===== config.mk =====
export PLATFORM = sky130hd
export DESIGN_NAME = beam_former_flat
export DESIGN_NICKNAME = d
export VERILOG_FILES = /design/src/hdl/dr_pkg.sv /design/src/hdl/beam_stream_if.sv /design/src/hdl/beam_former.sv /design/src/flat_wrapper.sv
export VERILOG_INCLUDE_DIRS = /design/src /design/src/hdl
export SDC_FILE = /design/constraint.sdc
export NUM_CORES = 2
export LEC_CHECK = 0
export BUFFER_PORTS_ARGS = -buffer_cell sky130_fd_sc_hd__buf_2
export CORE_MARGIN = 1
export CORE_UTILIZATION = 50
export CTS_BUF_LIST = sky130_fd_sc_hd__clkbuf_4 sky130_fd_sc_hd__clkbuf_8 sky130_fd_sc_hd__clkbuf_16
export DETAILED_ROUTE_END_ITERATION = 6
export PLACE_DENSITY = 0.72
export SYNTH_ARGS = -nofsm -noshare
export SYNTH_HDL_FRONTEND = slang
export SYNTH_SLANG_ARGS = --single-unit

===== constraint.sdc =====
create_clock -name i_clk -period 9.4 [get_ports i_clk]
set_input_delay 2.82 -clock i_clk [delete_from_list [all_inputs] [get_ports i_clk]]
set_output_delay 2.82 -clock i_clk [all_outputs]
set_load 0.02 [all_outputs]

===== src/hdl/dr_consts.svh =====
/*
 * sizes of the PUSCH dimension-reduction core,
 * shared by the package, the RTL and the testbench
 */
`ifndef DR_CONSTS_SVH
`define DR_CONSTS_SVH

// array sizes
`define DR_ANT        8     // receive antennas
`define DR_BEAM       8     // Hadamard beams
`define DR_SEL        2     // beams kept per RBG

// datapath widths
`define DR_IQ_W       16    // antenna I or Q
`define DR_BEAM_W     19    // 8-way sum needs 3 more bits
`define DR_ACC_W      44    // 38-bit RE power over up to 48 REs
`define DR_RE_W       6     // RE position in an RBG
`define DR_RBG_W      4     // RBG number in a symbol

`define DR_OUT_SHIFT  3     // output scale, divide by 8

`endif


===== src/hdl/dr_pkg.sv =====
/*
 * shared types of the dimension-reduction core, import with dr_pkg::*
 */
`default_nettype none

`include "dr_consts.svh"

package dr_pkg;

    typedef logic signed [`DR_IQ_W-1:0]   iq_t;       // antenna sample
    typedef logic signed [`DR_BEAM_W-1:0] beam_t;     // formed beam sample
    typedef logic        [2:0]            beam_idx_t;
    typedef logic        [`DR_ACC_W-1:0]  acc_t;      // beam power sum
    typedef logic        [`DR_RE_W-1:0]   re_cnt_t;
    typedef logic        [`DR_RBG_W-1:0]  rbg_idx_t;

    // RBG size select, reserved code behaves as 16 PRB
    typedef enum logic [1:0] {
        RBG_4PRB  = 2'd0,   // 12 REs
        RBG_8PRB  = 2'd1,   // 24 REs
        RBG_16PRB = 2'd2,   // 48 REs
        RBG_RSVD  = 2'd3
    } rbg_size_e;

endpackage

`default_nettype wire


===== src/hdl/beam_stream_if.sv =====
/*
 * stream of formed beams with RBG markers, one RE per valid cycle;
 * beam_former is the source, beam_rank and beam_pick listen
 */
`timescale 1ns/1ps
`default_nettype none

`include "dr_consts.svh"

interface beam_stream_if import dr_pkg::*; ();

    logic     vld;
    logic     sop;                  // first RE of a symbol
    logic     rbg_first;
    logic     rbg_last;
    rbg_idx_t rbg_idx;
    beam_t    beam_i [`DR_BEAM];
    beam_t    beam_q [`DR_BEAM];

    modport src (
        output vld, sop, rbg_first, rbg_last, rbg_idx, beam_i, beam_q
    );

    modport dst (
        input  vld, sop, rbg_first, rbg_last, rbg_idx, beam_i, beam_q
    );

endinterface

`default_nettype wire


===== src/hdl/beam_former.sv =====
/*
 * forms 8 Walsh-Hadamard beams from 8 antennas, one register stage;
 * drives the beam stream together with the RBG markers
 */
`timescale 1ns/1ps
`default_nettype none

`include "dr_consts.svh"

module beam_former import dr_pkg::*; (
    input  wire logic     i_clk,
    input  wire logic     i_reset,
    input  wire logic     i_vld,
    input  wire logic     i_sop,
    input  wire logic     i_rbg_first,
    input  wire logic     i_rbg_last,
    input  wire rbg_idx_t i_rbg_idx,
    input  wire iq_t      i_ant_i [`DR_ANT],
    input  wire iq_t      i_ant_q [`DR_ANT],
    beam_stream_if.src    o_bs
);

    beam_t sum_i [`DR_BEAM];
    beam_t sum_q [`DR_BEAM];

    //----------------------------------------
    // sign of antenna a in beam b is the parity of a & b
    //----------------------------------------
    always_comb begin
        for (int b = 0; b < `DR_BEAM; b++) begin
            sum_i[b] = '0;
            sum_q[b] = '0;
            for (int a = 0; a < `DR_ANT; a++) begin
                if (^(a[2:0] & b[2:0])) begin   // odd count, weight -1
                    sum_i[b] = sum_i[b] - beam_t'(i_ant_i[a]);
                    sum_q[b] = sum_q[b] - beam_t'(i_ant_q[a]);
                end else begin
                    sum_i[b] = sum_i[b] + beam_t'(i_ant_i[a]);
                    sum_q[b] = sum_q[b] + beam_t'(i_ant_q[a]);
                end
            end
        end
    end

    always_ff @(posedge i_clk) begin
        if (i_reset) begin
            o_bs.vld       <= 1'b0;
            o_bs.sop       <= 1'b0;
            o_bs.rbg_first <= 1'b0;
            o_bs.rbg_last  <= 1'b0;
        end else begin
            o_bs.vld       <= i_vld;
            o_bs.sop       <= i_vld && i_sop;
            o_bs.rbg_first <= i_rbg_first;    // already qualified by vld
            o_bs.rbg_last  <= i_rbg_last;
        end
    end

    always_ff @(posedge i_clk) begin
        o_bs.rbg_idx <= i_rbg_idx;
        o_bs.beam_i  <= sum_i;
        o_bs.beam_q  <= sum_q;
    end

endmodule

`default_nettype wire


===== src/flat_wrapper.sv =====
// flat-port wrapper written by rule: the top's interface ports become plain ports
module beam_former_flat import dr_pkg::*;
  (i_clk, i_reset, i_vld, i_sop, i_rbg_first, i_rbg_last, i_rbg_idx, i_ant_i, i_ant_q, o_bs_vld, o_bs_sop, o_bs_rbg_first, o_bs_rbg_last, o_bs_rbg_idx, o_bs_beam_i, o_bs_beam_q);
  beam_stream_if o_bs_i ();
  input  wire logic i_clk;
  input  wire logic i_reset;
  input  wire logic i_vld;
  input  wire logic i_sop;
  input  wire logic i_rbg_first;
  input  wire logic i_rbg_last;
  input  wire rbg_idx_t i_rbg_idx;
  input  wire iq_t i_ant_i[`DR_ANT];
  input  wire iq_t i_ant_q[`DR_ANT];
  output wire logic [$bits(o_bs_i.vld)-1:0] o_bs_vld;
  output wire logic [$bits(o_bs_i.sop)-1:0] o_bs_sop;
  output wire logic [$bits(o_bs_i.rbg_first)-1:0] o_bs_rbg_first;
  output wire logic [$bits(o_bs_i.rbg_last)-1:0] o_bs_rbg_last;
  output wire logic [$bits(o_bs_i.rbg_idx)-1:0] o_bs_rbg_idx;
  output wire logic [$bits(o_bs_i.beam_i)-1:0] o_bs_beam_i;
  output wire logic [$bits(o_bs_i.beam_q)-1:0] o_bs_beam_q;
  assign o_bs_vld = o_bs_i.vld;
  assign o_bs_sop = o_bs_i.sop;
  assign o_bs_rbg_first = o_bs_i.rbg_first;
  assign o_bs_rbg_last = o_bs_i.rbg_last;
  assign o_bs_rbg_idx = o_bs_i.rbg_idx;
  assign o_bs_beam_i = {>>{o_bs_i.beam_i}};
  assign o_bs_beam_q = {>>{o_bs_i.beam_q}};
  beam_former u_core (.i_clk(i_clk), .i_reset(i_reset), .i_vld(i_vld), .i_sop(i_sop), .i_rbg_first(i_rbg_first), .i_rbg_last(i_rbg_last), .i_rbg_idx(i_rbg_idx), .i_ant_i(i_ant_i), .i_ant_q(i_ant_q), .o_bs(o_bs_i));
endmodule

# ---- Word-level counts from Yosys, hierarchy flattened
# Index checks and enable logic that the tools add are counted.
dict set report op_classes {
  addsub 84
  n_reduce_logical 1
}
# cell n
set ops {}
lappend ops {{adder 19 x 16 -> 19 bit} 35}
lappend ops {{subtractor 19 x 16 -> 19 bit} 34}
lappend ops {{adder 17 x 16 -> 18 bit} 4}
lappend ops {{subtractor 17 x 16 -> 18 bit} 4}
lappend ops {{subtractor 18 x 16 -> 19 bit} 2}
lappend ops {{adder 16 x 16 -> 17 bit} 2}
lappend ops {{subtractor 16 x 16 -> 17 bit} 2}
lappend ops {{adder 18 x 16 -> 19 bit} 1}
lappend ops {{logical AND 1 bit} 1}
dict set report word_totals {
  reg_bits 312
  input_bits 266
  out_inout_bits 312
  elab_cells 106
}

# ---- Longest topological paths before layout
dict set report logic_depth {
  depth_word 7
  mapped_depth 34
  ltp_nobuf 33
}

# ---- Worst setup path after synthesis
# Ideal clock, no wire load.
dict set report synth_path {
  path_kind {input to register}
  from {in i_ant_q[112] (netlist bit)}
  to {reg u_core.o_bs.beam_q[18]}
  setup_ns 0.118
  arrival_time_ns 9.023
  required_time_ns 9.282
  slack_ns 0.259
  stages 32
  path_buffers 0
  path_cell_list {inv_1 ha_1 fa_1 nor2b_1 o21ai_0 a21boi_0 o21ai_1 nor2b_1 xnor2_1 ha_1 or4_1 o221ai_1 nor2_1 o31ai_1 nand2b_1 a21oi_1 xnor2_1 ha_1 or4_1 a211oi_1 or3_1 xnor2_1 fa_1 ha_1 inv_1 or2_2 a21oi_1 a41o_1 o41ai_2 o311ai_1 a21bo_2 xnor2_1}
}
# item line
set synth_lines {}
lappend synth_lines {{start, declared} flat_wrapper.sv:13} ;# input wire iq_t i_ant_q[`DR_ANT];
lappend synth_lines {{end signal, assigned} beam_former.sv:62} ;# o_bs.beam_q <= sum_q;
lappend synth_lines {{end, declared} beam_stream_if.sv:21} ;# output vld, sop, rbg_first, rbg_last, rbg_idx, beam_i, beam_q

==> summary by stage <==
Run status
The run finished with clean final reports.

Clock tree
After clock tree synthesis, the flow added hold-fix buffers numbering 0. Buffers inserted during clock tree synthesis total 38. TritonCTS built the clock tree. The root buffer selected by CTS is clkbuf_16. The clock-pin slew on the worst setup and hold paths is 0.06 ns.

The clock sink count is 312. CTS built an H-tree with a depth of 2. The number of buffers on the longest clock path is 3.

Logic synthesis
The synthesized netlist contains 80 unique library cells. The total of flip-flops plus latches after synthesis is 312. The top flip-flop cell by instance count after synthesis is dfxtp_1.

The mean post-synth cell area is 9.26 um2. By area the synthesized netlist is led by fa_1, ha_1, dfxtp_1. In this run the cell area of the synthesized design comes to 0.0531 mm2. The number of nets in the synthesized netlist is 7508. The library cell with the highest instance count after synthesis is inv_1. The number of synthesized flops with an enable pin is 0. The largest area contributor in the synthesized netlist is fa_1. For this run, asynchronously set or reset flops after synthesis account for 0.

In the synthesized netlist, the number of instances is 5739. Sorting the synthesized cells by how often they occur yields inv_1, fa_1, ha_1, a21oi_1, nor2_1. The number of warnings reported in the yosys synthesis log is 0. The share of synthesized area occupied by flip-flops and latches is 0.118. The area fraction of the dominant cell type after synthesis is 0.314.

Timing
The total count of max-transition violations in the final report is 0. The pin slew with the least headroom to its limit is 1.16 ns. Timing would allow up to 109 MHz. The worst path needs 9.21 ns of the cycle, external delays included. Of the available clock period, the critical path in the final layout requires 0.980.

The number of failing hold endpoints at the final stage is 0. Setup violations remaining at the end of the flow were counted as 0. The smallest hold slack is 2.34 ns. The worst relative slew slack is 0.218.

Final layout
Once layout is done, the placed cells without fillers occupy 0.0672 mm2. Of the cells placed in the final design, the portion with a size suffix greater than 1 is 0.249. The number of nets in the layout is 9064. The register area is 0.00625 mm2. Relative to the synthesized area, the layout overhead comes to 26.4%. The post-route non-filler standard cell count is 8740. The number of fillers in the final layout is 8783. Summing all multi-input logic gate instances after layout gives 0.0434 mm2.

Measured on the finished design, the core utilization comes to 0.638.

Global route
The wire length of the first global-routing pass is 262000 um. The via count of the first global-routing pass is 46.0k. For this run, the total global-route usage over all layers was measured as 0.320. Entering global routing, the biggest net connects 15 pins.

The aggregate global routing overflow is 0. The initial antenna violation count is 36.

Route
After detailed routing, the met2 layer carries 74600 um of wire. The vias after detailed routing is 45.8k. The top layer reached by signal wires is met5. Wires add up to 173000 um.

The first-iteration detailed-routing DRC count is 3434. The routed length on met1 is 78200 um. In this run the remaining antenna-violating nets after routing total 0.

The number of DRC violations after detailed routing is 0. In the detailed route, the total length drawn on met3 is 13700 um. The average via count per standard cell is 5.24. The pre-antenna-repair detailed-routing pass consisted of 6 iterations. After detailed routing, the average wire length per cell comes to 19.8 um.

Die
The region available for standard cell placement spans 0.105 mm2. The effective utilization at floorplan is 0.505. From bottom edge to top edge, the die measures 328 um. The total die area is 0.108 mm2.

The x dimension of the die is 328 um. The I/O pin total is 578. After floorplanning, the core was divided into 119 placement rows.

Worst hold path
Counting instances, the worst hold path has a depth of 1. The worst hold path begins at i_rbg_idx[3]. The worst min-delay path endpoint is u_core.o_bs.rbg_idx[3]$_DFF_P_. The class of the tightest hold or removal check is input pin to flip-flop.

Critical path
The kind of end point of the critical path is a flip-flop. The kind of cell adding the most delay to the critical path is compound AO/OA/AOI/OAI gates. STA classifies the critical path startpoint as an input pin. The slowest stage of the critical path is the fa_2 cell.

By startpoint and endpoint, the worst setup path is classified as input pin to flip-flop. The arrival time of data at the critical path endpoint is 9.70 ns. The biggest cell delay along the critical path is 0.48 ns.

Data on the critical path is required at its endpoint by 9.89 ns. The buffer and inverter count on the worst path is 5. The maximum fanout encountered on the critical timing path is 5.

Place
After legalization and detailed placement, the total HPWL measured 153000 um. The last weighted congestion value of the routability-driven placer is 0.988. The number of cells in the design after placement is 8632. Summing all placed instances gives a cell area of 0.0648 mm2. Port buffering added 577 buffers.

Run
Max-cap violations in this run came to 0.
layout make-up:
cell class,count,area share
clock buffer,47,0.0159
clock inverter,22,0.00408
timing repair buffer,1555,0.152
sequential,312,0.0930
antenna,25,0.000931
tap,1391,0.0259
multi-input combinational,4284,0.646
inverter,1104,0.0617
sequential cells by signal, indices dropped and copies added (netlist names):
register               cells
u_core.o_bs.rbg_last       1
u_core.o_bs.rbg_first      1
u_core.o_bs.sop            1
u_core.o_bs.vld            1
u_core.o_bs.beam_q       152
u_core.o_bs.beam_i       152
u_core.o_bs.rbg_idx        4
through the flow:
step	setup slack, ns	setup TNS [ns]
final	0.191	0
after CTS	0.0184	0
after global placement	-0.718	-13.58
after floorplan	0.259	0
after global routing	-0.0751	-0.283
after detailed placement	-0.724	-17.78
logic make-up (layout without fill, tap and decap cells):
kind of cell,Yosys count,in the layout,share of synthesized area
and+or+nand+nor,1139,1139,0.106
muxes,5,5,0.000966
buffers and inverters,1143,2728,0.0808
DFF,312,312,0.118
AOI/OAI and AO/OA,1149,1149,0.143
other,0,25,0
xor gates and xnor gates,488,488,0.0804
adders and majority gates,1503,1503,0.472
metal layers:
| metal | track usage | vias to the layer above |
|---|---|---|
| met5 | 0 | - |
| met4 | 0.116 | 26 |
| met3 | 0.0675 | 267 |
| met2 | 0.479 | 1480 |
| met1 | 0.456 | 22200 |
| li1 | - | 21900 |
placed cells by master, fill, tap and decap left out, types with 12 or more instances in the layout:
cell,instances
o211ai_1,23
or2_2,27
nand4_1,15
nor2_1,333
a31oi_1,28
dfxtp_1,312
or3_1,46
xnor2_2,19
and3_1,41
clkbuf_16,39
o21bai_1,51
o21ai_1,35
o21ai_0,175
o21a_1,43
a21oi_2,24
a211oi_1,34
a21o_1,117
xnor2_1,314
xor2_1,151
o31ai_1,26
nand2_1,201
buf_2,577
fa_1,831
ha_1,655
a21oi_1,337
diode_2,25
inv_1,1103
a21boi_0,36
nand3_1,63
and4_1,13
nor4_1,13
nor2b_1,114
nor3_1,136
buf_4,977
o41ai_2,12
nand2b_1,76
repair_timing:
action,CTS,global route
setup endpoints to repair,7,65
gates cloned,0,0
pin swaps,0,46
gates resized for setup,5,172
setup buffers,0,14
worst max path at each step:
stage                                      end  cells past startpoint         start
2_1_floorplan   u_core.o_bs.beam_q[18]$_DFF_P_                     32  i_ant_q[112]
3_3_place_gp    u_core.o_bs.beam_q[56]$_DFF_P_                     35  i_ant_q[112]
5_1_grt        u_core.o_bs.beam_i[151]$_DFF_P_                     35  i_ant_i[112]
4_1_cts        u_core.o_bs.beam_i[151]$_DFF_P_                     31  i_ant_i[112]
3_5_place_dp    u_core.o_bs.beam_q[56]$_DFF_P_                     34   i_ant_q[96]
6_report       u_core.o_bs.beam_i[151]$_DFF_P_                     33  i_ant_i[112]
Power is left out: the tool's default activity adds up to more than one toggle a clock period on the data nets, which glitch-free logic cannot reach.
