File: src/hdl/dr_consts.svh
/*
 * sizes of the PUSCH dimension-reduction core,
 * shared by the package, the RTL and the testbench
 */
`ifndef DR_CONSTS_SVH
`define DR_CONSTS_SVH

// array sizes
`define DR_ANT        8     // receive antennas
`define DR_BEAM       8     // Hadamard beams
`define DR_SEL        2     // beams kept per RBG

// datapath widths
`define DR_IQ_W       16    // antenna I or Q
`define DR_BEAM_W     19    // 8-way sum needs 3 more bits
`define DR_ACC_W      44    // 38-bit RE power over up to 48 REs
`define DR_RE_W       6     // RE position in an RBG
`define DR_RBG_W      4     // RBG number in a symbol

`define DR_OUT_SHIFT  3     // output scale, divide by 8

`endif

File: src/hdl/dr_pkg.sv
/*
 * shared types of the dimension-reduction core, import with dr_pkg::*
 */
`default_nettype none

`include "dr_consts.svh"

package dr_pkg;

    typedef logic signed [`DR_IQ_W-1:0]   iq_t;       // antenna sample
    typedef logic signed [`DR_BEAM_W-1:0] beam_t;     // formed beam sample
    typedef logic        [2:0]            beam_idx_t;
    typedef logic        [`DR_ACC_W-1:0]  acc_t;      // beam power sum
    typedef logic        [`DR_RE_W-1:0]   re_cnt_t;
    typedef logic        [`DR_RBG_W-1:0]  rbg_idx_t;

    // RBG size select, reserved code behaves as 16 PRB
    typedef enum logic [1:0] {
        RBG_4PRB  = 2'd0,   // 12 REs
        RBG_8PRB  = 2'd1,   // 24 REs
        RBG_16PRB = 2'd2,   // 48 REs
        RBG_RSVD  = 2'd3
    } rbg_size_e;

endpackage

`default_nettype wire

File: src/hdl/rbg_tracker.sv
/*
 * RE counter per RBG and RBG counter per symbol; markers are combinational
 * on the incoming RE, counters step at the edge that ends it
 */
`timescale 1ns/1ps
`default_nettype none

`include "dr_consts.svh"

module rbg_tracker import dr_pkg::*; (
    input  wire logic      i_clk,
    input  wire logic      i_reset,
    input  wire logic      i_vld,
    input  wire logic      i_sop,
    input  wire rbg_size_e i_rbg_size,
    output logic           o_rbg_first,
    output logic           o_rbg_last,
    output rbg_idx_t       o_rbg_idx
);

    re_cnt_t  re_cnt;       // position of the next RE
    rbg_idx_t rbg_cnt;
    re_cnt_t  rbg_len;
    re_cnt_t  re_pos;       // position of the current RE
    rbg_idx_t rbg_cur;

    always_comb begin
        case (i_rbg_size)
            RBG_4PRB:  rbg_len = re_cnt_t'(12);
            RBG_8PRB:  rbg_len = re_cnt_t'(24);
            default:   rbg_len = re_cnt_t'(48);   // 16 PRB and reserved
        endcase
    end

    // sop restarts on the RE that carries it
    assign re_pos  = i_sop ? '0 : re_cnt;
    assign rbg_cur = i_sop ? '0 : rbg_cnt;

    assign o_rbg_first = i_vld && (re_pos == '0);
    assign o_rbg_last  = i_vld && (re_pos == re_cnt_t'(rbg_len - 1'b1));
    assign o_rbg_idx   = rbg_cur;

    always_ff @(posedge i_clk) begin
        if (i_reset) begin
            re_cnt  <= '0;
            rbg_cnt <= '0;
        end else if (i_vld) begin
            if (o_rbg_last) begin
                re_cnt  <= '0;
                rbg_cnt <= rbg_cur + 1'b1;  // wraps with the index width
            end else begin
                re_cnt  <= re_pos + 1'b1;
                rbg_cnt <= rbg_cur;
            end
        end
    end

endmodule

`default_nettype wire

File: config.mk
export PLATFORM = sky130hd
export DESIGN_NAME = rbg_tracker
export DESIGN_NICKNAME = d
export VERILOG_FILES = /design/src/hdl/dr_pkg.sv /design/src/hdl/rbg_tracker.sv
export VERILOG_INCLUDE_DIRS = /design/src /design/src/hdl
export SDC_FILE = /design/constraint.sdc
export NUM_CORES = 1
export LEC_CHECK = 0
export CAP_MARGIN = 20
export CORE_AREA = 4 4 41 43
export CTS_BUF_LIST = sky130_fd_sc_hd__clkbuf_8
export CTS_CLUSTER_DIAMETER = 40
export DETAILED_ROUTE_END_ITERATION = 8
export DIE_AREA = 0 0 45 47
export DONT_BUFFER_PORTS = 1
export PLACE_DENSITY_LB_ADDON = 0.1
export SETUP_SLACK_MARGIN = 0.2
export SLEW_MARGIN = 20
export SYNTH_ARGS = -nofsm -noshare
export SYNTH_HDL_FRONTEND = slang
export SYNTH_SLANG_ARGS = --single-unit
File: constraint.sdc
create_clock -name i_clk -period 2.6 [get_ports i_clk]
set_input_delay 0.26 -clock i_clk [delete_from_list [all_inputs] [get_ports i_clk]]
set_output_delay 0.26 -clock i_clk [all_outputs]
set_load 0.01 [all_outputs]
### Word level (Yosys, flattened, before mapping)

Index checks and enable logic that the tools add are counted.

| storage, ports and cells | value |
|---|---|
| register bits after elaboration | 10 |
| bits of input ports | 6 |
| word-level logic and storage cells | 16 |
| output and inout port bits | 6 |

| operators by class | value |
|---|---|
| mux-type cells | 5 |
| reduce and logical (&&, ||, !) cells | 4 |
| $add $sub $neg | 3 |
| equal/unequal tests | 2 |

Operator list:

| operator | number |
|---|---|
| $mux W6 | 2 |
| $pmux W6 S2 | 1 |
| $mux W4 | 2 |
| $add A6 B1 Y6 const B | 1 |
| $eq A6 B6 Y1 | 1 |
| $logic_not A6 Y1 | 1 |
| $sub A6 B1 Y6 const B | 1 |
| $add A4 B1 Y4 const B | 1 |
| $eq A2 B1 Y1 const B | 1 |
| $logic_and A1 B1 Y1 | 2 |
| $logic_not A2 Y1 | 1 |

### Logic depth before layout (Yosys ltp)

Gate-level depths: netlist (run 1).

| logic depth | value |
|---|---|
| depth in word-level cells | 6 |
| mapped depth | 7 |
| mapped depth without buffers | 7 |

### Least setup slack after synthesis (run 1)

OpenSTA, ideal clock, no wires.

| timing | value |
|---|---|
| path type | reg2reg |
| from | register re_cnt[3] |
| to | register rbg_cnt[2] |
| period minus slack after synthesis | 2.069 ns |
| required time | 2.526 ns |
| path slack | 0.531 ns |
| arrival time | 1.995 ns |
| path buffers | 1 |
| cell stages (with the launch flop) | 7 |
| setup time | 0.074 ns |
| cell sequence | dfxtp_1 -> buf_6 -> or4b_1 -> o22a_1 -> a21bo_1 -> or4_1 -> a31oi_1 |

| between the ends | value |
|---|---|
| word-level cells in the longest chain between the ends | 4 |

RTL lines:

| what | line | text |
|---|---|---|
| start, declared | rbg_tracker.sv:21 | `re_cnt_t re_cnt;` |
| start signal, assigned | rbg_tracker.sv:52 | `re_cnt <= re_pos + 1'b1;` |
| $mux W6 | rbg_tracker.sv:36 | `assign re_pos = i_sop ? '0 : re_cnt;` |
| $eq A6 B6 Y1 | rbg_tracker.sv:40 | `assign o_rbg_last = i_vld && (re_pos == re_cnt_t'(rbg_len - 1'b1));` |
| $logic_and A1 B1 Y1 | rbg_tracker.sv:40 |  |
| $mux W4 | rbg_tracker.sv:48 | `if (o_rbg_last) begin` |
| end signal, assigned | rbg_tracker.sv:50 | `rbg_cnt <= rbg_cur + 1'b1;` |
| end signal, assigned | rbg_tracker.sv:53 | `rbg_cnt <= rbg_cur;` |
| end, declared | rbg_tracker.sv:22 | `rbg_idx_t rbg_cnt;` |

Every way passes these cells.
A chain may end at the register's enable or synchronous reset.

### Worst setup path in the final report (run 1)

| timing | value |
|---|---|
| from | register re_cnt[4] |
| to | output port o_rbg_last |

| between the ends | value |
|---|---|
| word-level cells in the longest chain between the ends | 3 |

RTL lines:

| what | line | text |
|---|---|---|
| $mux W6 | rbg_tracker.sv:36 |  |
| $eq A6 B6 Y1 | rbg_tracker.sv:40 |  |
| $logic_and A1 B1 Y1 | rbg_tracker.sv:40 |  |
| end, declared | rbg_tracker.sv:17 | `output logic o_rbg_last,` |

Every way passes these cells.

==> reports/qor.csv, run 1 <==
stage,metric,value,unit
status,outcome,completed,
clock_network,cts_made_buffers,3,
timing,skew,0.00475,ns
yosys,syn_inst,90,
timing,clock.fmax,463,MHz
run,cap_violations,0,
cells_and_area,utilization,55.1,%
critical_path,worstPathCellList,or4b_1 > o22a_1 > a21bo_1 > nor2_1,
timing,setup_violations,0,
critical_path,worstPathArrival,1.90,ns
timing,slew_viol_final,0,
timing,fin_crit,2.16,ns
cells_and_area,fill_cells,128,
hold_path,worstHoldEndpoint,rbg_cnt[1],
yosys,synth_xor_area_share,0,%
grt,grt_pass1_wl,2350,µm
clock_network,clk_pin_slew,0.05,ns
critical_path,r2r_setup_slack,0.45,ns
grt,grt_max_degree,17,
yosys,muxShareOfSynthArea,1.48,%
timing,rsz0062_at_grt,no,
clock_network,cts.sinks,10,
yosys,yosys.area_share.adder,5.57,%
clock_network,insertion_delay,0.23,ns
routing,wire_per_inst,13.8,µm
critical_path,crit_slowest_cell,dfxtp_1,
yosys,synth-seq-area-share,29.7,%
routing,drt-pass1-iter-count,4,
routing,avgViaCountPerCell,5.99,
yosys,synth_area,674,µm²
floorplan,ios,12,
clock_network,hold_buffers,0,
timing,tightest_slew,0.607,ns
routing,vias,617,
floorplan,die_y,47,µm
cells_and_area,final_cells,103,
floorplan,die_x,45,µm
yosys,postSynthAreaPerCell,7.49,µm²
critical_path,crit_path_start_kind,flop,
cells_and_area,diodes,0,
timing,whs,0.0859,ns
placed_design,gp_congestion,0.775,
yosys,synth_simple_gate_area_share,32.5,%
floorplan,core-area,1300,µm²
placed_design,hpwlAfterDp,1030,µm
floorplan,start_util,51.8,%
grt,antenna_found_initial,0,
yosys,synth_top_area_share,29.7,%
critical_path,cp.required,2.34,ns
critical_path,r2r-start,re_cnt[4],
yosys,yosysUniqueCellTypes,35,
hold_path,worst_hold_path_type,input pin to flop,
yosys,synth_top_family_by_area,simple AND/OR/NAND/NOR gates,
hold_path,whs_path_depth,1,
clock_network,postCtsResizedCells,0,
placed_design,dp.cells,99,
power,power.leakage,0.243,nW
routing,remaining_drc_errors,0,
floorplan,std_cell_rows,13,
critical_path,crit_type,flop to output pin,
yosys,yosys-top-cells-area,"dfxtp_1, nand2_1, a21oi_1",
timing,relSlewSlack,59.2,%
yosys,synth_top_area_cell,dfxtp_1,
grt,grt_util_all_layers,15.2,%
yosys,synth-compound-area-share,23.4,%
cells_and_area,drive_gt1_share,4.55,%
yosys,synthArstFlopShare,0,%
power,irDropWorstVdd,0.272,mV
power,powerDensity,513,nW/µm²
cells_and_area,final_common_cell,nand2_1,
cells_and_area,final_nets,98,
critical_path,reg2reg_to,rbg_cnt[2],
clock_network,clock_path_buffers,2,
yosys,synth_flop_cell,dfxtp_1,
cells_and_area,most-common-layout-cells,"nand2_1, dfxtp_1, a21oi_1",
grt,grt_overflow_total,0,
timing,hold_viol_final,0,
cells_and_area,syn_to_final_growth,6.31,%
clock_network,cts_tree,built,
yosys,synth-seq-cells,10,
critical_path,ff2ff_path_depth,5,
critical_path,end_kind,output pin,
grt,grt_pass1_vias,534,
placed_design,io_buffers,0,
timing,timing.final.crit_share,83.1,%
floorplan,dieArea,2120,µm²
yosys,synthesis.nets,99,
critical_path,critPathMaxStageDelay,0.46,ns
hold_path,hp-start,i_reset,
clock_network,cts-root-buf,clkbuf_8,
timing,fin_tns_setup,0,ns
critical_path,crit_fanout,9,
routing,finalWirelength,1420,µm
routing,ant_nets,0,
yosys,synth_enable_flop_cells,0,
yosys,yosys_warnings,0,
clock_network,h-tree-depth,1,
routing,drt_iter0_markers,5,
clock_network,post-cts-setup-buffer-count,0,
[report_power, final]
| part | switching [mW] | leakage [nW] | internal (mW) | total, mW |
|---|---|---|---|---|
| combinational | 0.00819 | 0.134 | 0.00603 | 0.0142 |
| clock | 0.0633 | 0.0288 | 0.133 | 0.197 |
| sequential | 0.00162 | 0.0809 | 0.155 | 0.157 |
| total | 0.0731 | 0.243 | 0.295 | 0.368 |
[cell usage after synthesis, types with 2 or more instances]
| library cell | count |
|---|---|
| nor3_1 | 3 |
| a21oi_1 | 8 |
| nor2b_1 | 6 |
| or3_1 | 2 |
| nand2_1 | 12 |
| nor2_1 | 5 |
| nor4_1 | 3 |
| o21ai_0 | 4 |
| dfxtp_1 | 10 |
| a31oi_1 | 2 |
| nand4_1 | 2 |
| nand3_1 | 2 |
| clkbuf_1 | 3 |
| ha_1 | 3 |
| inv_1 | 4 |
| o211a_1 | 2 |
[cell families after synthesis]
family          count (synthesis)
buf+inv                        11
mux                             1
flops                          10
compound gates                 24
fa+ha+maj                       3
simple gates                   41
[worst max-delay path, delay by kind of cell (launching register included)]
family	cells	cell delay [ns]
simple gates	2	0.69
compound gates	2	0.53
flops	1	0.46
[worst max-delay path by stage]
stage / from / endpoint / slack [ns]
after CTS: re_cnt[4] / o_rbg_last / 0.43
after floorplan: re_cnt[3] / rbg_cnt[2] / 0.53
after global routing: re_cnt[4] / rbg_cnt[0] / 0.32
after global placement: re_cnt[3] / rbg_cnt[2] / 0.52
after detailed placement: re_cnt[4] / rbg_cnt[2] / 0.46
final: re_cnt[4] / o_rbg_last / 0.44
[per-stage QoR]
stage / instance area (µm²) / total power [mW] / setup WS, ns
after floorplan: 674 / 0.177 / 0.531
after global placement: 662 / 0.175 / 0.518
after detailed placement: 662 / 0.174 / 0.458
after CTS: 717 / 0.371 / 0.435
after global routing: 717 / 0.385 / 0.323
final: 717 / 0.368 / 0.440
[flip-flops by register name, indices dropped and copies added, names as in the netlist]
name     flops
rbg_cnt      4
re_cnt       6
[per-layer routing]
layer	global-route usage [%]	share of wire [%]
met4	5.26	1.2
met1	19.3	48
met2	24.9	47
met3	4.21	3.3
met5	0	0
[cell type report]
cell class	count	area (µm²)	share of cell area, %
multi-input cells	69	424	59.2
well taps	15	18.8	2.62
inverters	5	18.8	2.62
clock buffers	4	55.1	7.68
flip-flops and latches	10	200	27.9
Power figures use the tool's default switching activity.
==> run 2, diff against run 1 <==
==> constraint.sdc (replaced) <==
create_clock -name i_clk -period 2.2 [get_ports i_clk]
set_input_delay 0.22 -clock i_clk [delete_from_list [all_inputs] [get_ports i_clk]]
set_output_delay 0.22 -clock i_clk [all_outputs]
set_load 0.01 [all_outputs]
==> run 2 against run 1 <==
Critical path depth increased by 1. Sequential share of layout area fell by 1.9 points. Die area unchanged. Critical path type unchanged. Non-clock buffer count grew 7. Combinational power grew 22%. Cell area rose by 9.4%. Total power is 18% higher. Global-route usage grew 1.7 points. Utilization is 5.2 points higher. Clock skew fell by 0.0021 ns. Wire length is 6.1% higher. Clock power is 17% higher.
==> reports/qor.csv, run 2 (synthesis gave the netlist of run 1 again) <==
stage,metric,value,unit,change
clock_network,clk_pin_slew,0.05,ns,about the same
cells_and_area,largest_reg_flops,6,,unchanged
power,p_total,0.433,mW,+18%
clock_network,insertion_delay,0.23,ns,about the same
power,irDropWorstVdd,0.349,mV,+28%
clock_network,hold_buffers,0,,unchanged
power,p_sw,0.0858,mW,+17%
cells_and_area,final_common_cell,nand2_1,,
placed_design,io_buffers,0,,unchanged
floorplan,ios,12,,unchanged
hold_path,whs_path_depth,1,,unchanged
grt,grt_pass1_vias,623,,+17%
floorplan,start_util,51.8,%,unchanged
grt,antenna_found_initial,0,,unchanged
timing,timing.final.crit_share,89.6,%,
critical_path,critPathMaxStageDelay,0.50,ns,+0.04 ns
cells_and_area,most-common-layout-cells,"nand2_1, dfxtp_1, a21oi_1",,
routing,drt-pass1-iter-count,4,,unchanged
cells_and_area,drive_gt1_share,14.7,%,+10 points
critical_path,crit_slowest_cell,or4b_4,,
power,swShare,19.8,%,-0.056 points
critical_path,crit_path_start_kind,flop,,
cells_and_area,diodes,0,,unchanged
floorplan,dieArea,2120,µm²,unchanged
placed_design,hpwlAfterDp,1060,µm,+3.2%
timing,hold_viol_final,0,,unchanged
hold_path,worstHoldEndpoint,re_cnt[5],,
grt,grt_pass1_wl,2630,µm,+12%
routing,drt_iter0_markers,13,,+8
clock_network,cts.sinks,10,,unchanged
placed_design,gp_congestion,0.768,,-0.90%
clock_network,cts_made_buffers,3,,unchanged
cells_and_area,syn_to_final_growth,16.3,%,
power,powerDensity,552,nW/µm²,+7.5%
routing,avgViaCountPerCell,5.86,,-2.1%
routing,vias,645,,+4.5%
clock_network,cts-root-buf,clkbuf_8,,
routing,ant_nets,0,,unchanged
hold_path,worst_hold_path_type,input pin to flop,,
status,outcome,completed,,
cells_and_area,regMostFlops,re_cnt,,
power,power.leakage,0.283,nW,+16%
floorplan,std_cell_rows,13,,unchanged
routing,finalWirelength,1500,µm,+6.1%
critical_path,crit_fanout,5,,-4
power,cellInternalPower,0.347,mW,+18%
timing,setup_violations,0,,unchanged
routing,remaining_drc_errors,0,,unchanged
critical_path,reg2reg_to,rbg_cnt[2],,
routing,wire_per_inst,13.7,µm,-0.68%
timing,clock.fmax,507,MHz,
floorplan,die_y,47,µm,unchanged
critical_path,end_kind,output pin,,
timing,slew_viol_final,0,,unchanged
timing,fin_crit,1.97,ns,
cells_and_area,top_regs,"re_cnt: 6 flops, rbg_cnt: 4 flops",,
timing,rsz0062_at_grt,yes,,
power,pwr-share-clk,53.5,%,about the same
power,comb_power_share,4.0,%,about the same
floorplan,core-area,1300,µm²,unchanged
grt,grt_overflow_total,0,,unchanged
run,cap_violations,0,,unchanged
cells_and_area,final_nets,105,,+7.1%
floorplan,die_x,45,µm,unchanged
timing,whs,0.0461,ns,-0.0398 ns
power,pwr-share-seq,42.6,%,about the same
grt,grt_max_degree,17,,unchanged
grt,grt_util_all_layers,16.9,%,+1.7 points
hold_path,hp-start,i_reset,,
timing,relSlewSlack,76.5,%,+17 points
critical_path,r2r_setup_slack,0.25,ns,-0.20 ns
critical_path,r2r-start,re_cnt[5],,
critical_path,ff2ff_path_depth,5,,unchanged
clock_network,cts_tree,built,,
timing,skew,0.00262,ns,-0.00213 ns
clock_network,h-tree-depth,1,,unchanged
critical_path,cp.required,1.98,ns,-0.36 ns
timing,fin_tns_setup,0,ns,unchanged
critical_path,crit_type,flop to output pin,,
clock_network,clock_path_buffers,2,,unchanged
timing,tightest_slew,0.352,ns,-0.255 ns
critical_path,worstPathArrival,1.75,ns,-0.15 ns
critical_path,worstPathCellList,or4b_4 > o22a_1 > a21bo_1 > buf_4 > nor2_4,,
## run 2: per-layer routing
metal  track usage (%)  share of wire [%]  up-vias
li1                  -                  -      335
met1              21.7                 46      303
met2              26.3                 50        5
met3              4.21                2.5        2
met4              8.77               0.73        0
met5                 0                  0        -
## run 2: what timing repair did
action                     4_1_cts  5_1_grt
pin swaps                        2        4
gates cloned                     0        0
gates resized for setup          3        2
setup endpoints to repair        2        4
setup buffers                    1        2
## run 2: layout make-up
class / instances / area, µm²
Fill cell: 123 / 517
Sequential cell: 10 / 204
Multi-Input combinational cell: 69 / 435
Tap cell: 15 / 18.8
Timing Repair Buffer: 7 / 52.6
Inverter: 5 / 18.8
Clock buffer: 4 / 55.1
## run 2: metrics by stage
| step | instances | area (µm²) | utilization (%) | setup slack (ns) |
|---|---|---|---|---|
| after floorplan | 90 | 674 | - | 0.210 |
| after global placement | 103 | 692 | 53.2 | 0.247 |
| after detailed placement | 103 | 692 | 53.2 | 0.201 |
| after CTS | 108 | 763 | 58.7 | 0.208 |
| after global routing | 110 | 785 | 60.3 | 0.149 |
| final | 110 | 785 | 60.3 | 0.228 |
## run 2: how the worst max path moves through the flow
stage                  to      start  slack (ns)
2_1_floorplan  rbg_cnt[2]  re_cnt[4]        0.21
3_3_place_gp   rbg_cnt[2]  re_cnt[5]        0.25
3_5_place_dp   rbg_cnt[2]  re_cnt[5]        0.20
4_1_cts        o_rbg_last  re_cnt[5]        0.21
5_1_grt        rbg_cnt[2]  re_cnt[5]        0.15
6_report       o_rbg_last  re_cnt[5]        0.23
## run 2: power groups by stage
| stage | logic (mW) | clock network [mW] | registers (mW) |
|---|---|---|---|
| 6_report | 0.0173 | 0.231 | 0.184 |
| 5_1_grt | 0.0198 | 0.248 | 0.184 |
| 4_1_cts | 0.0174 | 0.236 | 0.185 |
| 3_5_place_dp | 0.0166 | 0 | 0.189 |
| 3_3_place_gp | 0.0169 | 0 | 0.189 |
| 2_1_floorplan | 0.0203 | 0 | 0.189 |
## run 2: critical path, delay by kind of cell (launching register included)
kind                   cells  cell delay (ns)
and+or+nand+nor            2             0.60
AOI/OAI and AO/OA          2             0.42
DFF                        1             0.34
buffers and inverters      1             0.16
