`src/hdl/dr_consts.svh`:
```
/*
 * sizes of the PUSCH dimension-reduction core,
 * shared by the package, the RTL and the testbench
 */
`ifndef DR_CONSTS_SVH
`define DR_CONSTS_SVH

// array sizes
`define DR_ANT        8     // receive antennas
`define DR_BEAM       8     // Hadamard beams
`define DR_SEL        2     // beams kept per RBG

// datapath widths
`define DR_IQ_W       16    // antenna I or Q
`define DR_BEAM_W     19    // 8-way sum needs 3 more bits
`define DR_ACC_W      44    // 38-bit RE power over up to 48 REs
`define DR_RE_W       6     // RE position in an RBG
`define DR_RBG_W      4     // RBG number in a symbol

`define DR_OUT_SHIFT  3     // output scale, divide by 8

`endif

```
`src/hdl/dr_pkg.sv`:
```
/*
 * shared types of the dimension-reduction core, import with dr_pkg::*
 */
`default_nettype none

`include "dr_consts.svh"

package dr_pkg;

    typedef logic signed [`DR_IQ_W-1:0]   iq_t;       // antenna sample
    typedef logic signed [`DR_BEAM_W-1:0] beam_t;     // formed beam sample
    typedef logic        [2:0]            beam_idx_t;
    typedef logic        [`DR_ACC_W-1:0]  acc_t;      // beam power sum
    typedef logic        [`DR_RE_W-1:0]   re_cnt_t;
    typedef logic        [`DR_RBG_W-1:0]  rbg_idx_t;

    // RBG size select, reserved code behaves as 16 PRB
    typedef enum logic [1:0] {
        RBG_4PRB  = 2'd0,   // 12 REs
        RBG_8PRB  = 2'd1,   // 24 REs
        RBG_16PRB = 2'd2,   // 48 REs
        RBG_RSVD  = 2'd3
    } rbg_size_e;

endpackage

`default_nettype wire

```
`src/hdl/beam_stream_if.sv`:
```
/*
 * stream of formed beams with RBG markers, one RE per valid cycle;
 * beam_former is the source, beam_rank and beam_pick listen
 */
`timescale 1ns/1ps
`default_nettype none

`include "dr_consts.svh"

interface beam_stream_if import dr_pkg::*; ();

    logic     vld;
    logic     sop;                  // first RE of a symbol
    logic     rbg_first;
    logic     rbg_last;
    rbg_idx_t rbg_idx;
    beam_t    beam_i [`DR_BEAM];
    beam_t    beam_q [`DR_BEAM];

    modport src (
        output vld, sop, rbg_first, rbg_last, rbg_idx, beam_i, beam_q
    );

    modport dst (
        input  vld, sop, rbg_first, rbg_last, rbg_idx, beam_i, beam_q
    );

endinterface

`default_nettype wire

```
`src/hdl/beam_pick.sv`:
```
/*
 * takes the two selected beams off the stream, scales them by 1/8
 * and registers them with the markers for output
 */
`timescale 1ns/1ps
`default_nettype none

`include "dr_consts.svh"

module beam_pick import dr_pkg::*; (
    input  wire logic      i_clk,
    input  wire logic      i_reset,
    beam_stream_if.dst     i_bs,
    input  wire beam_idx_t i_sel0,
    input  wire beam_idx_t i_sel1,
    output logic           o_dr_vld,
    output logic           o_dr_sop,
    output logic           o_rbg_load,
    output rbg_idx_t       o_rbg_idx,
    output beam_t          o_dr_i     [`DR_SEL],
    output beam_t          o_dr_q     [`DR_SEL],
    output beam_idx_t      o_beam_idx [`DR_SEL]
);

    always_ff @(posedge i_clk) begin
        if (i_reset) begin
            o_dr_vld   <= 1'b0;
            o_dr_sop   <= 1'b0;
            o_rbg_load <= 1'b0;
        end else begin
            o_dr_vld   <= i_bs.vld;
            o_dr_sop   <= i_bs.sop;
            o_rbg_load <= i_bs.rbg_first;   // selection changes here
        end
    end

    // payload holds between REs
    always_ff @(posedge i_clk) begin
        if (i_bs.vld) begin
            o_rbg_idx     <= i_bs.rbg_idx;
            o_dr_i[0]     <= i_bs.beam_i[i_sel0] >>> `DR_OUT_SHIFT;
            o_dr_q[0]     <= i_bs.beam_q[i_sel0] >>> `DR_OUT_SHIFT;
            o_dr_i[1]     <= i_bs.beam_i[i_sel1] >>> `DR_OUT_SHIFT;
            o_dr_q[1]     <= i_bs.beam_q[i_sel1] >>> `DR_OUT_SHIFT;
            o_beam_idx[0] <= i_sel0;
            o_beam_idx[1] <= i_sel1;
        end
    end

endmodule

`default_nettype wire

```
`src/flat_wrapper.sv`:
```
// flat-port wrapper written by rule: the top's interface ports become plain ports
module beam_pick_flat import dr_pkg::*;
  (i_clk, i_reset, i_sel0, i_sel1, o_dr_vld, o_dr_sop, o_rbg_load, o_rbg_idx, o_dr_i, o_dr_q, o_beam_idx, i_bs_vld, i_bs_sop, i_bs_rbg_first, i_bs_rbg_last, i_bs_rbg_idx, i_bs_beam_i, i_bs_beam_q);
  beam_stream_if i_bs_i ();
  input  wire logic i_clk;
  input  wire logic i_reset;
  input  wire beam_idx_t i_sel0;
  input  wire beam_idx_t i_sel1;
  output logic o_dr_vld;
  output logic o_dr_sop;
  output logic o_rbg_load;
  output rbg_idx_t o_rbg_idx;
  output beam_t o_dr_i[`DR_SEL];
  output beam_t o_dr_q[`DR_SEL];
  output beam_idx_t o_beam_idx[`DR_SEL];
  input wire logic [$bits(i_bs_i.vld)-1:0] i_bs_vld;
  input wire logic [$bits(i_bs_i.sop)-1:0] i_bs_sop;
  input wire logic [$bits(i_bs_i.rbg_first)-1:0] i_bs_rbg_first;
  input wire logic [$bits(i_bs_i.rbg_last)-1:0] i_bs_rbg_last;
  input wire logic [$bits(i_bs_i.rbg_idx)-1:0] i_bs_rbg_idx;
  input wire logic [$bits(i_bs_i.beam_i)-1:0] i_bs_beam_i;
  input wire logic [$bits(i_bs_i.beam_q)-1:0] i_bs_beam_q;
  assign i_bs_i.vld = i_bs_vld;
  assign i_bs_i.sop = i_bs_sop;
  assign i_bs_i.rbg_first = i_bs_rbg_first;
  assign i_bs_i.rbg_last = i_bs_rbg_last;
  assign i_bs_i.rbg_idx = i_bs_rbg_idx;
  assign i_bs_i.beam_i = {>>{i_bs_beam_i}};
  assign i_bs_i.beam_q = {>>{i_bs_beam_q}};
  beam_pick u_core (.i_clk(i_clk), .i_reset(i_reset), .i_bs(i_bs_i), .i_sel0(i_sel0), .i_sel1(i_sel1), .o_dr_vld(o_dr_vld), .o_dr_sop(o_dr_sop), .o_rbg_load(o_rbg_load), .o_rbg_idx(o_rbg_idx), .o_dr_i(o_dr_i), .o_dr_q(o_dr_q), .o_beam_idx(o_beam_idx));
endmodule
```
`config.mk`:
```
export PLATFORM = sky130hd
export DESIGN_NAME = beam_pick_flat
export DESIGN_NICKNAME = d
export VERILOG_FILES = /design/src/hdl/dr_pkg.sv /design/src/hdl/beam_stream_if.sv /design/src/hdl/beam_pick.sv /design/src/flat_wrapper.sv
export VERILOG_INCLUDE_DIRS = /design/src /design/src/hdl
export SDC_FILE = /design/constraint.sdc
export NUM_CORES = 1
export LEC_CHECK = 0
export BUFFER_PORTS_ARGS = -buffer_cell sky130_fd_sc_hd__buf_2
export CAP_MARGIN = 40
export CORE_AREA = 3 3 159 161
export CTS_CLUSTER_SIZE = 30
export DETAILED_ROUTE_END_ITERATION = 10
export DIE_AREA = 0 0 162 164
export PLACE_DENSITY_LB_ADDON = 0.3
export SYNTH_ARGS = -nofsm -noshare
export SYNTH_HDL_FRONTEND = slang
export SYNTH_SLANG_ARGS = --single-unit
```
`constraint.sdc`:
```
create_clock -name i_clk -period 2.05 [get_ports i_clk]
set_input_delay 0.3075 -clock i_clk [delete_from_list [all_inputs] [get_ports i_clk]]
set_output_delay 0.3075 -clock i_clk [all_outputs]
set_load 0.03 [all_outputs]
```
## After elaboration in Yosys (flattened, before gate mapping)

Cells that the tools add are included.

- Register bits: 77
- Latch bits: 0
- Memory bits (writable): 0
- ROM bits: 0
- Bits of input ports: 320
- Output and inout port bits: 89
- Word-level logic and storage cells: 26
- Memories kept: 0

- Add/subtract/negate cells: 0
- $mul: 0
- Div/mod/pow operators: 0
- Order comparisons: 2
- Equality and inequality tests: 0
- Shift-type cells: 0
- Mux-type cells: 12
- Bitwise gates (word level): 2
- Reduce and logical (&&, ||, !) cells: 0

Operator list:

| operator | number |
|---|---|
| $bmux W19 S3 | 4 |
| $mux W19 | 8 |
| $ge A4 B4 Y1 const B | 2 |
| $not A3 Y4 | 2 |

## Longest topological paths before layout

Gate-level depths: netlist (run 1).

- Depth after elaboration: 4
- Gate-level depth with buffers: 4
- Mapped depth without buffers: 2

## Least setup slack after synthesis (run 1)

OpenSTA, ideal clock, no wires.

- Kind: in2reg
- Start point: input i_sel0[0]
- End point: register u_core.o_dr_i[20] (netlist bit) (data pin)
- Setup time: 0.260 ns
- Data arrival time: 1.391 ns
- Data required time: 1.790 ns
- Path slack: 0.399 ns
- Cell stages on the path: 4
- Path buffers: 2
- Cell sequence: buf_6 > buf_6 > mux4_1 > mux2_2

- Longest elaborated chain between the ends: 4

Ends and longest elaborated chain:

| what | line | text |
|---|---|---|
| start, declared | flat_wrapper.sv:7 | `input wire beam_idx_t i_sel0;` |
| $not A3 Y4 (implied by the code) | beam_pick.sv:41 | `` o_dr_i[0] <= i_bs.beam_i[i_sel0] >>> `DR_OUT_SHIFT; `` |
| $bmux W19 S3 | beam_pick.sv:41 |  |
| $mux W19 (implied by the code) (2 in a row) | beam_pick.sv:41 |  |
| end, declared | beam_pick.sv:20 | `` output beam_t o_dr_i [`DR_SEL], `` |

No other way between the ends. The select of a mux whose other input is x is not followed.
A chain may end at the register's enable or synchronous reset.

## Worst setup path in the final report (run 1)

- Start point: input i_sel1[0]
- End point: register u_core.o_dr_i[1] (netlist bit) (data pin)

- Longest elaborated chain between the ends: 4

Ends and longest elaborated chain:

| what | line | text |
|---|---|---|
| start, declared | flat_wrapper.sv:8 | `input wire beam_idx_t i_sel1;` |
| $not A3 Y4 (implied by the code) | beam_pick.sv:43 | `` o_dr_i[1] <= i_bs.beam_i[i_sel1] >>> `DR_OUT_SHIFT; `` |
| $bmux W19 S3 | beam_pick.sv:43 |  |
| $mux W19 (implied by the code) (2 in a row) | beam_pick.sv:43 |  |

No other way between the ends. The select of a mux whose other input is x is not followed.

==> out/qor_table.md, run 1 <==
| Item | Reported |
| --- | --- |
| Share of synthesized registers carrying an async set or reset | 0% |
| Critical Path Slowest Stage Cell | sky130_fd_sc_hd__mux4_1 |
| Count of cell instances traversed by the critical path | 4 |
| Achievable Freq | 634.1 MHz |
| Headroom to the max-slew limit | 66.24% |
| Clock input transition at the sequential cells of the worst setup and hold paths | 0.07 ns |
| CTS hold repair buffers | 0 |
| Die Width | 162 um |
| First-pass GRT wire length | 31,260 um |
| Max Buffers Root-to-Sink | 2 |
| Ordered cell list for the critical path | buf_4 > buf_12 > mux4_1 > mux2_2 |
| Startpoint types | input port |
| Crit path time final | 1.577 ns |
| Met2 track demand over resource in global routing | 27.68% |
| Layer with the highest usage after global routing | met2 |
| Instance area after placement | 0.008702 mm2 |
| Hold_ws | 0.1386 ns |
| Number of nets at the end of the flow | 979 |
| Post-route design area | 0.009020 mm2 |
| Warnings from Yosys | 0 |
| CP Data Required Time | 2.14 ns |
| Routed length per instance | 22.01 um |
| Syn Inst Count | 320 |
| Run status | completed |
| Critical path endpoint category | flop |
| Leakage Power | 3.870 nW |
| Site row count | 57 |
| Combinational power share | 32.9% |
| Hold Path Class | input port to flop |
| Syn nets | 640 |
| Cell type with the largest total area after synthesis | sky130_fd_sc_hd__mux4_1 |
| Via count of the routed design | 5,095 |
| Power density relative to cell area | 608.7 mW/mm2 |
| Crit path to | u_core.o_dr_i[1] |
| Count of flip-flops with a built-in enable after synthesis | 74 |
| List of most frequent post-synthesis cells | sky130_fd_sc_hd__mux4_1 (86), sky130_fd_sc_hd__edfxtp_1 (74), sky130_fd_sc_hd__mux2_2 (64) |
| Clock sink count | 77 |
| Count of H-tree levels built during CTS | 3 |
| Measured slew at the worst slew-check pin | 0.5064 ns |
| TritonCTS clock tree | built |
| CTS Root Cell | sky130_fd_sc_hd__clkbuf_16 |
| I/O pin cnt | 409 |
| Cells resized by post-CTS repair | 0 |
| Core footprint | 0.02411 mm2 |
| Net Sw Power | 1.723 mW |
| Drt total wl | 21,850 um |
| Remaining DRCs | 0 |
| Met3 track utilization from global routing | 4.968% |
| Layout-stage area growth over the synthesis result | 37.37% |
| Grt total ovfl | 0 |
| Number of buffer and inverter instances along the worst setup path | 2 |
| Largest incremental delay on the critical path | 0.58 ns |
| CP Launch Point | i_sel1[0] |
| Cell-internal power | 3.767 mW |
| Portion of total power attributed to the clock network | 30.9% |
| Flop pwr share | 36.2% |
| Weighted congestion reported at the end of routability-driven placement | 0.7531 |
| Global Route Usage Sum | 15.69% |
| Count of final max-slew check failures | 0 |
| Cell with the most instances after synthesis | sky130_fd_sc_hd__mux4_1 |
| Sw frac | 31.38% |
| Post-synthesis cell area | 0.006566 mm2 |
| Post-synth top flop | sky130_fd_sc_hd__edfxtp_1 |
| Top cells by area in the synthesized netlist | sky130_fd_sc_hd__mux4_1 (34%), sky130_fd_sc_hd__edfxtp_1 (34%), sky130_fd_sc_hd__mux4_2 (14%) |
| Number of antenna violations at the first check in global routing | 10 |
| Syn_area_per_cell | 20.52 um2 |
| Vias per cell | 5.131 |
| Share of layout cells above drive strength 1 | 75.00% |
| Number of port buffers | 359 |
| Fin crit share | 76.93% |
| Crit-path leading delay family | multiplexers |
| Number of max-cap violations | 0 |
| Unrepaired setup endpoints after global routing | false |
| Half-perimeter wire length after placement | 16,920 um |
| CP max FO | 24 |
| Drt first pass iters | 7 |
| Critical path data arrival time | 1.67 ns |
| Total of flip-flops plus latches after synthesis | 77 |
| Starting DRT DRC Count | 328 |
| Setup-failing EPs final | 0 |
| Clock buffers created by TritonCTS | 9 |
| Worst Hold Depth | 1 |
| Distinct cell type count after synthesis | 12 |
| Vert. Die Dim | 164 um |
| Post-detailed-route count of antenna-violating nets | 0 |
| Via count of the first global-routing pass | 5,230 |
| Final-layout fill cell count | 2,355 |
| Final Hold Fails | 0 |
| Sequential element share of the synthesized area | 34.76% |
| Global Route met1 Usage | 18.37% |
| Type of the setup path with the least slack | input port to flop |
| Post-CTS Setup Bufs | 0 |
| Die Outline Area | 0.02657 mm2 |
| Accumulated negative setup slack | 0 ns |
| Peak supply drop | 0.3827 mV |
| Maximum number of pins on one net before global-route repair | 60 |
| Initial core utilization | 27.24% |
| Area share of the leading cell type in the synthesized netlist | 34.41% |
logic make-up after synthesis:
kind of cell | Yosys count | share of synthesized area [%]
mux | 192 | 59.79
buf+inv | 48 | 5.164
flops | 77 | 34.76
simple gates | 3 | 0.2859
power groups by stage:
stage	sequential, mW	combinational (mW)	clock (mW)
after global routing	2.00	1.93	1.82
final	1.99	1.81	1.70
after floorplan	2.38	0.800	0
after global placement	2.02	1.81	0
after CTS	1.99	1.83	1.77
after detailed placement	2.02	1.82	0
how the worst min path moves through the flow:
stage                          from             endpoint  slack, ns
finish              i_bs_rbg_idx[3]  u_core.o_rbg_idx[3]       0.14
global placement    i_bs_rbg_idx[1]  u_core.o_rbg_idx[1]       0.48
detailed placement  i_bs_rbg_idx[2]  u_core.o_rbg_idx[2]       0.49
global route        i_bs_rbg_idx[1]  u_core.o_rbg_idx[1]       0.12
floorplan                   i_reset      u_core.o_dr_sop       0.38
CTS                 i_bs_rbg_idx[2]  u_core.o_rbg_idx[2]       0.11
state kept, by name (all words and copies together) (netlist names):
signal,cells
u_core.o_beam_idx,6
u_core.o_dr_vld,1
u_core.o_dr_sop,1
u_core.o_rbg_load,1
u_core.o_rbg_idx,4
u_core.o_dr_i,32
u_core.o_dr_q,32
per-layer routing:
metal  wire length [um]  vias to the layer above
met5                 69                        -
met4                391                       12
met3               1923                       42
li1                   -                     2216
met1               8138                     2570
met2              11330                      255
placed cells by master, fill, tap and decap left out:
master / count
sky130_fd_sc_hd__clkbuf_16: 9
sky130_fd_sc_hd__buf_12: 11
sky130_fd_sc_hd__buf_4: 9
sky130_fd_sc_hd__dfxtp_1: 3
sky130_fd_sc_hd__nor2b_1: 3
sky130_fd_sc_hd__bufinv_16: 1
sky130_fd_sc_hd__edfxtp_1: 74
sky130_fd_sc_hd__mux4_1: 86
sky130_fd_sc_hd__mux2_2: 64
sky130_fd_sc_hd__clkinvlp_4: 2
sky130_fd_sc_hd__inv_6: 3
sky130_fd_sc_hd__diode_2: 5
sky130_fd_sc_hd__buf_2: 356
sky130_fd_sc_hd__clkinv_4: 1
sky130_fd_sc_hd__mux4_2: 42
area by class of cell:
type	instances	area [um2]	area share (%)
tap	324	405.4	4.494
antenna	5	12.51	0.1387
clock inverter	7	80.08	0.8878
sequential	77	2282	25.30
timing repair buffer	376	2069	22.94
clock buffer	9	225.2	2.497
multi-input combinational	195	3945	43.74
per-stage QoR:
step | power, mW | utilization, % | worst slack (ns) | std cells
3_3_place_gp | 3.832 | 36.10 | 0.1038 | 972
3_5_place_dp | 3.844 | 36.10 | 0.09585 | 972
5_1_grt | 5.752 | 37.41 | 0.4190 | 992
4_1_cts | 5.585 | 37.37 | 0.4679 | 988
6_report | 5.490 | 37.42 | 0.4729 | 993
2_1_floorplan | 3.185 | - | 0.3989 | 320
Power figures use the tool's default switching activity.
==> run 2, diff against run 1 <==
CORE_AREA = 3 3 157 159   (was 3 3 159 161)
DIE_AREA = 0 0 160 162   (was 0 0 162 164)
clock period = 1.3 ns   (was 2.05 ns; I/O delays follow)
==> run 2 against run 1 <==
Compared with the run above:
- largest power group unchanged
- the flow now finishes with violations (negative setup slack)
- largest cell class unchanged
- clock power rose by 54%
- clock-buffer cell count rose by 1
- worst setup slack worse by 0.49 ns
- global-route usage is 0.45 points lower
- non-clock buffer count increased by 18
- design area increased by 0.54%
==> out/qor_table.md, run 2 (same netlist as run 1, synthesis figures left out) <==
| Item | Reported | Delta |
| --- | --- | --- |
| Half-perimeter wire length after placement | 16,100 um | was 16,920 um |
| Vert. Die Dim | 162 um | was 164 um |
| CTS Root Cell | sky130_fd_sc_hd__clkbuf_16 | unchanged |
| Maximum number of pins on one net before global-route repair | 36 | was 60 |
| Achievable Freq | 761.4 MHz |  |
| Global Route Usage Sum | 15.23% | was 15.69% |
| Setup slack after layout | -0.01339 ns | was 0.4729 ns |
| Unrepaired setup endpoints after global routing | true | was false |
| Post-layout total power | 8.796 mW | was 5.490 mW |
| Initial core utilization | 28.06% | was 27.24% |
| Registers with the most flip-flops | u_core.o_dr_i x32, u_core.o_dr_q x32, u_core.o_beam_idx x6 | unchanged |
| Drt total wl | 21,280 um | was 21,850 um |
| Vias per cell | 4.942 | was 5.131 |
| Critical Path Slowest Stage Cell | sky130_fd_sc_hd__mux4_2 | was sky130_fd_sc_hd__mux4_1 |
| Most frequent standard cell in the layout excluding fill and tap cells | sky130_fd_sc_hd__buf_2 | unchanged |
| Fin crit share | 101.0% |  |
| Number of nets at the end of the flow | 997 | was 979 |
| I/O pin cnt | 409 | unchanged |
| Remaining DRCs | 0 | unchanged |
| Type of the setup path with the least slack | input port to flop | unchanged |
| Commonest cells after routing, fill and taps aside | sky130_fd_sc_hd__buf_2 (354), sky130_fd_sc_hd__mux4_2 (124), sky130_fd_sc_hd__edfxtp_1 (74) | was sky130_fd_sc_hd__buf_2 (356), sky130_fd_sc_hd__mux4_1 (86), sky130_fd_sc_hd__edfxtp_1 (74) |
| Number of antenna violations at the first check in global routing | 4 | was 10 |
| Weighted congestion reported at the end of routability-driven placement | 0.8182 | was 0.7531 |
| TritonCTS clock tree | built | unchanged |
| Critical path data arrival time | 1.40 ns | was 1.67 ns |
| Site row count | 56 | was 57 |
| Die Outline Area | 0.02592 mm2 | was 0.02657 mm2 |
| Clock input transition at the sequential cells of the worst setup and hold paths | 0.07 ns | about the same |
| Layout-stage area growth over the synthesis result | 38.11% | was 37.37% |
| Crit path time final | 1.313 ns |  |
| Final-layout fill cell count | 2,312 | was 2,355 |
| Accumulated negative setup slack | -0.01339 ns | was 0 ns |
| Ordered cell list for the critical path | buf_12 > bufbuf_16 > mux4_2 > mux2_4 | was buf_4 > buf_12 > mux4_1 > mux2_2 |
| Max Buffers Root-to-Sink | 2 | unchanged |
| Leakage Power | 3.730 nW | was 3.870 nW |
| Critical path endpoint category | flop | unchanged |
| Power density relative to cell area | 969.9 mW/mm2 | was 608.7 mW/mm2 |
| Number of max-cap violations | 0 | unchanged |
| Drt first pass iters | 4 | was 7 |
| Post-CTS Setup Bufs | 0 | unchanged |
| CTS hold repair buffers | 0 | unchanged |
| Setup-failing EPs final | 1 | was 0 |
| Routed length per instance | 21.15 um | was 22.01 um |
| Peak supply drop | 0.7386 mV | was 0.3827 mV |
| Violations in the final reports | negative setup slack |  |
| Number of port buffers | 359 | unchanged |
| Final Hold Fails | 0 | unchanged |
| Largest incremental delay on the critical path | 0.53 ns | was 0.58 ns |
| Startpoint types | input port | unchanged |
| Grt total ovfl | 0 | unchanged |
| Count of H-tree levels built during CTS | 3 | unchanged |
| Post-detailed-route count of antenna-violating nets | 0 | unchanged |
| Starting DRT DRC Count | 244 | was 328 |
| CP Data Required Time | 1.39 ns | was 2.14 ns |
| Measured slew at the worst slew-check pin | 0.2350 ns | was 0.5064 ns |
| Clock sink count | 77 | unchanged |
| Die Width | 160 um | was 162 um |
| Clock buffers created by TritonCTS | 9 | unchanged |
| Via count of the first global-routing pass | 5,203 | was 5,230 |
| Post-route design area | 0.009069 mm2 | was 0.009020 mm2 |
| Area taken by multi-input logic gates | 0.003660 mm2 | was 0.003945 mm2 |
| Count of final max-slew check failures | 0 | unchanged |
| Instance area after placement | 0.008537 mm2 | was 0.008702 mm2 |
| CP max FO | 6 | was 24 |
| Share of layout cells above drive strength 1 | 87.54% | was 75.00% |
| First-pass GRT wire length | 29,960 um | was 31,260 um |
| Headroom to the max-slew limit | 84.33% | was 66.24% |
| Hold_ws | 0.02086 ns | was 0.1386 ns |
| Core footprint | 0.02340 mm2 | was 0.02411 mm2 |
| Footprint of the flip-flops and latches | 0.002282 mm2 | unchanged |
| Placement-stage worst setup slack | -0.4294 ns | was 0.09585 ns |
| Run status | finished, violations left | was completed |
| Hold Path Class | input port to flop | unchanged |
| Via count of the routed design | 4,972 | was 5,095 |
==> run 2: cell type report <==
class,instances,area share (%)
clock inverter,6,0.6898
antenna,5,0.1380
timing repair buffer,394,26.61
multi-input combinational,195,40.36
clock buffer,10,2.635
sequential,77,25.17
tap,319,4.401
==> run 2: where the power goes <==
part	switching [mW]	leakage (nW)	internal (mW)
sequential	0.0764	0.749	3.06
combinational	1.52	2.84	1.52
clock	1.09	0.142	1.54
==> run 2: timing repair <==
item	4_1_cts	5_1_grt
endpoints found under the setup margin	43	36
resized for setup	5	14
cloned	1	6
==> run 2: layer usage <==
layer / routed length (um) / GRT usage, %
met2: 11170 / 27.46
met4: 463 / 4.931
met3: 1904 / 4.336
met1: 7739 / 17.50
met5: 0 / 0
==> run 2: worst paths after layout <==
path                                   to  slack, ns  cells after the start             from
worst min-delay path  u_core.o_rbg_idx[0]       0.02                      1  i_bs_rbg_idx[0]
worst max-delay path    u_core.o_dr_i[15]      -0.01                      4        i_sel1[0]
==> run 2: critical path, delay by kind of cell <==
family                 cells  cell delay [ns]
buffers and inverters      2             0.39
multiplexers               2             0.81
==> run 2: through the flow <==
step / cells / utilization (%)
finish: 1006 / 38.75
global route: 1005 / 38.74
CTS: 995 / 38.01
detailed placement: 978 / 36.48
global placement: 978 / 36.48
floorplan: 320 / -
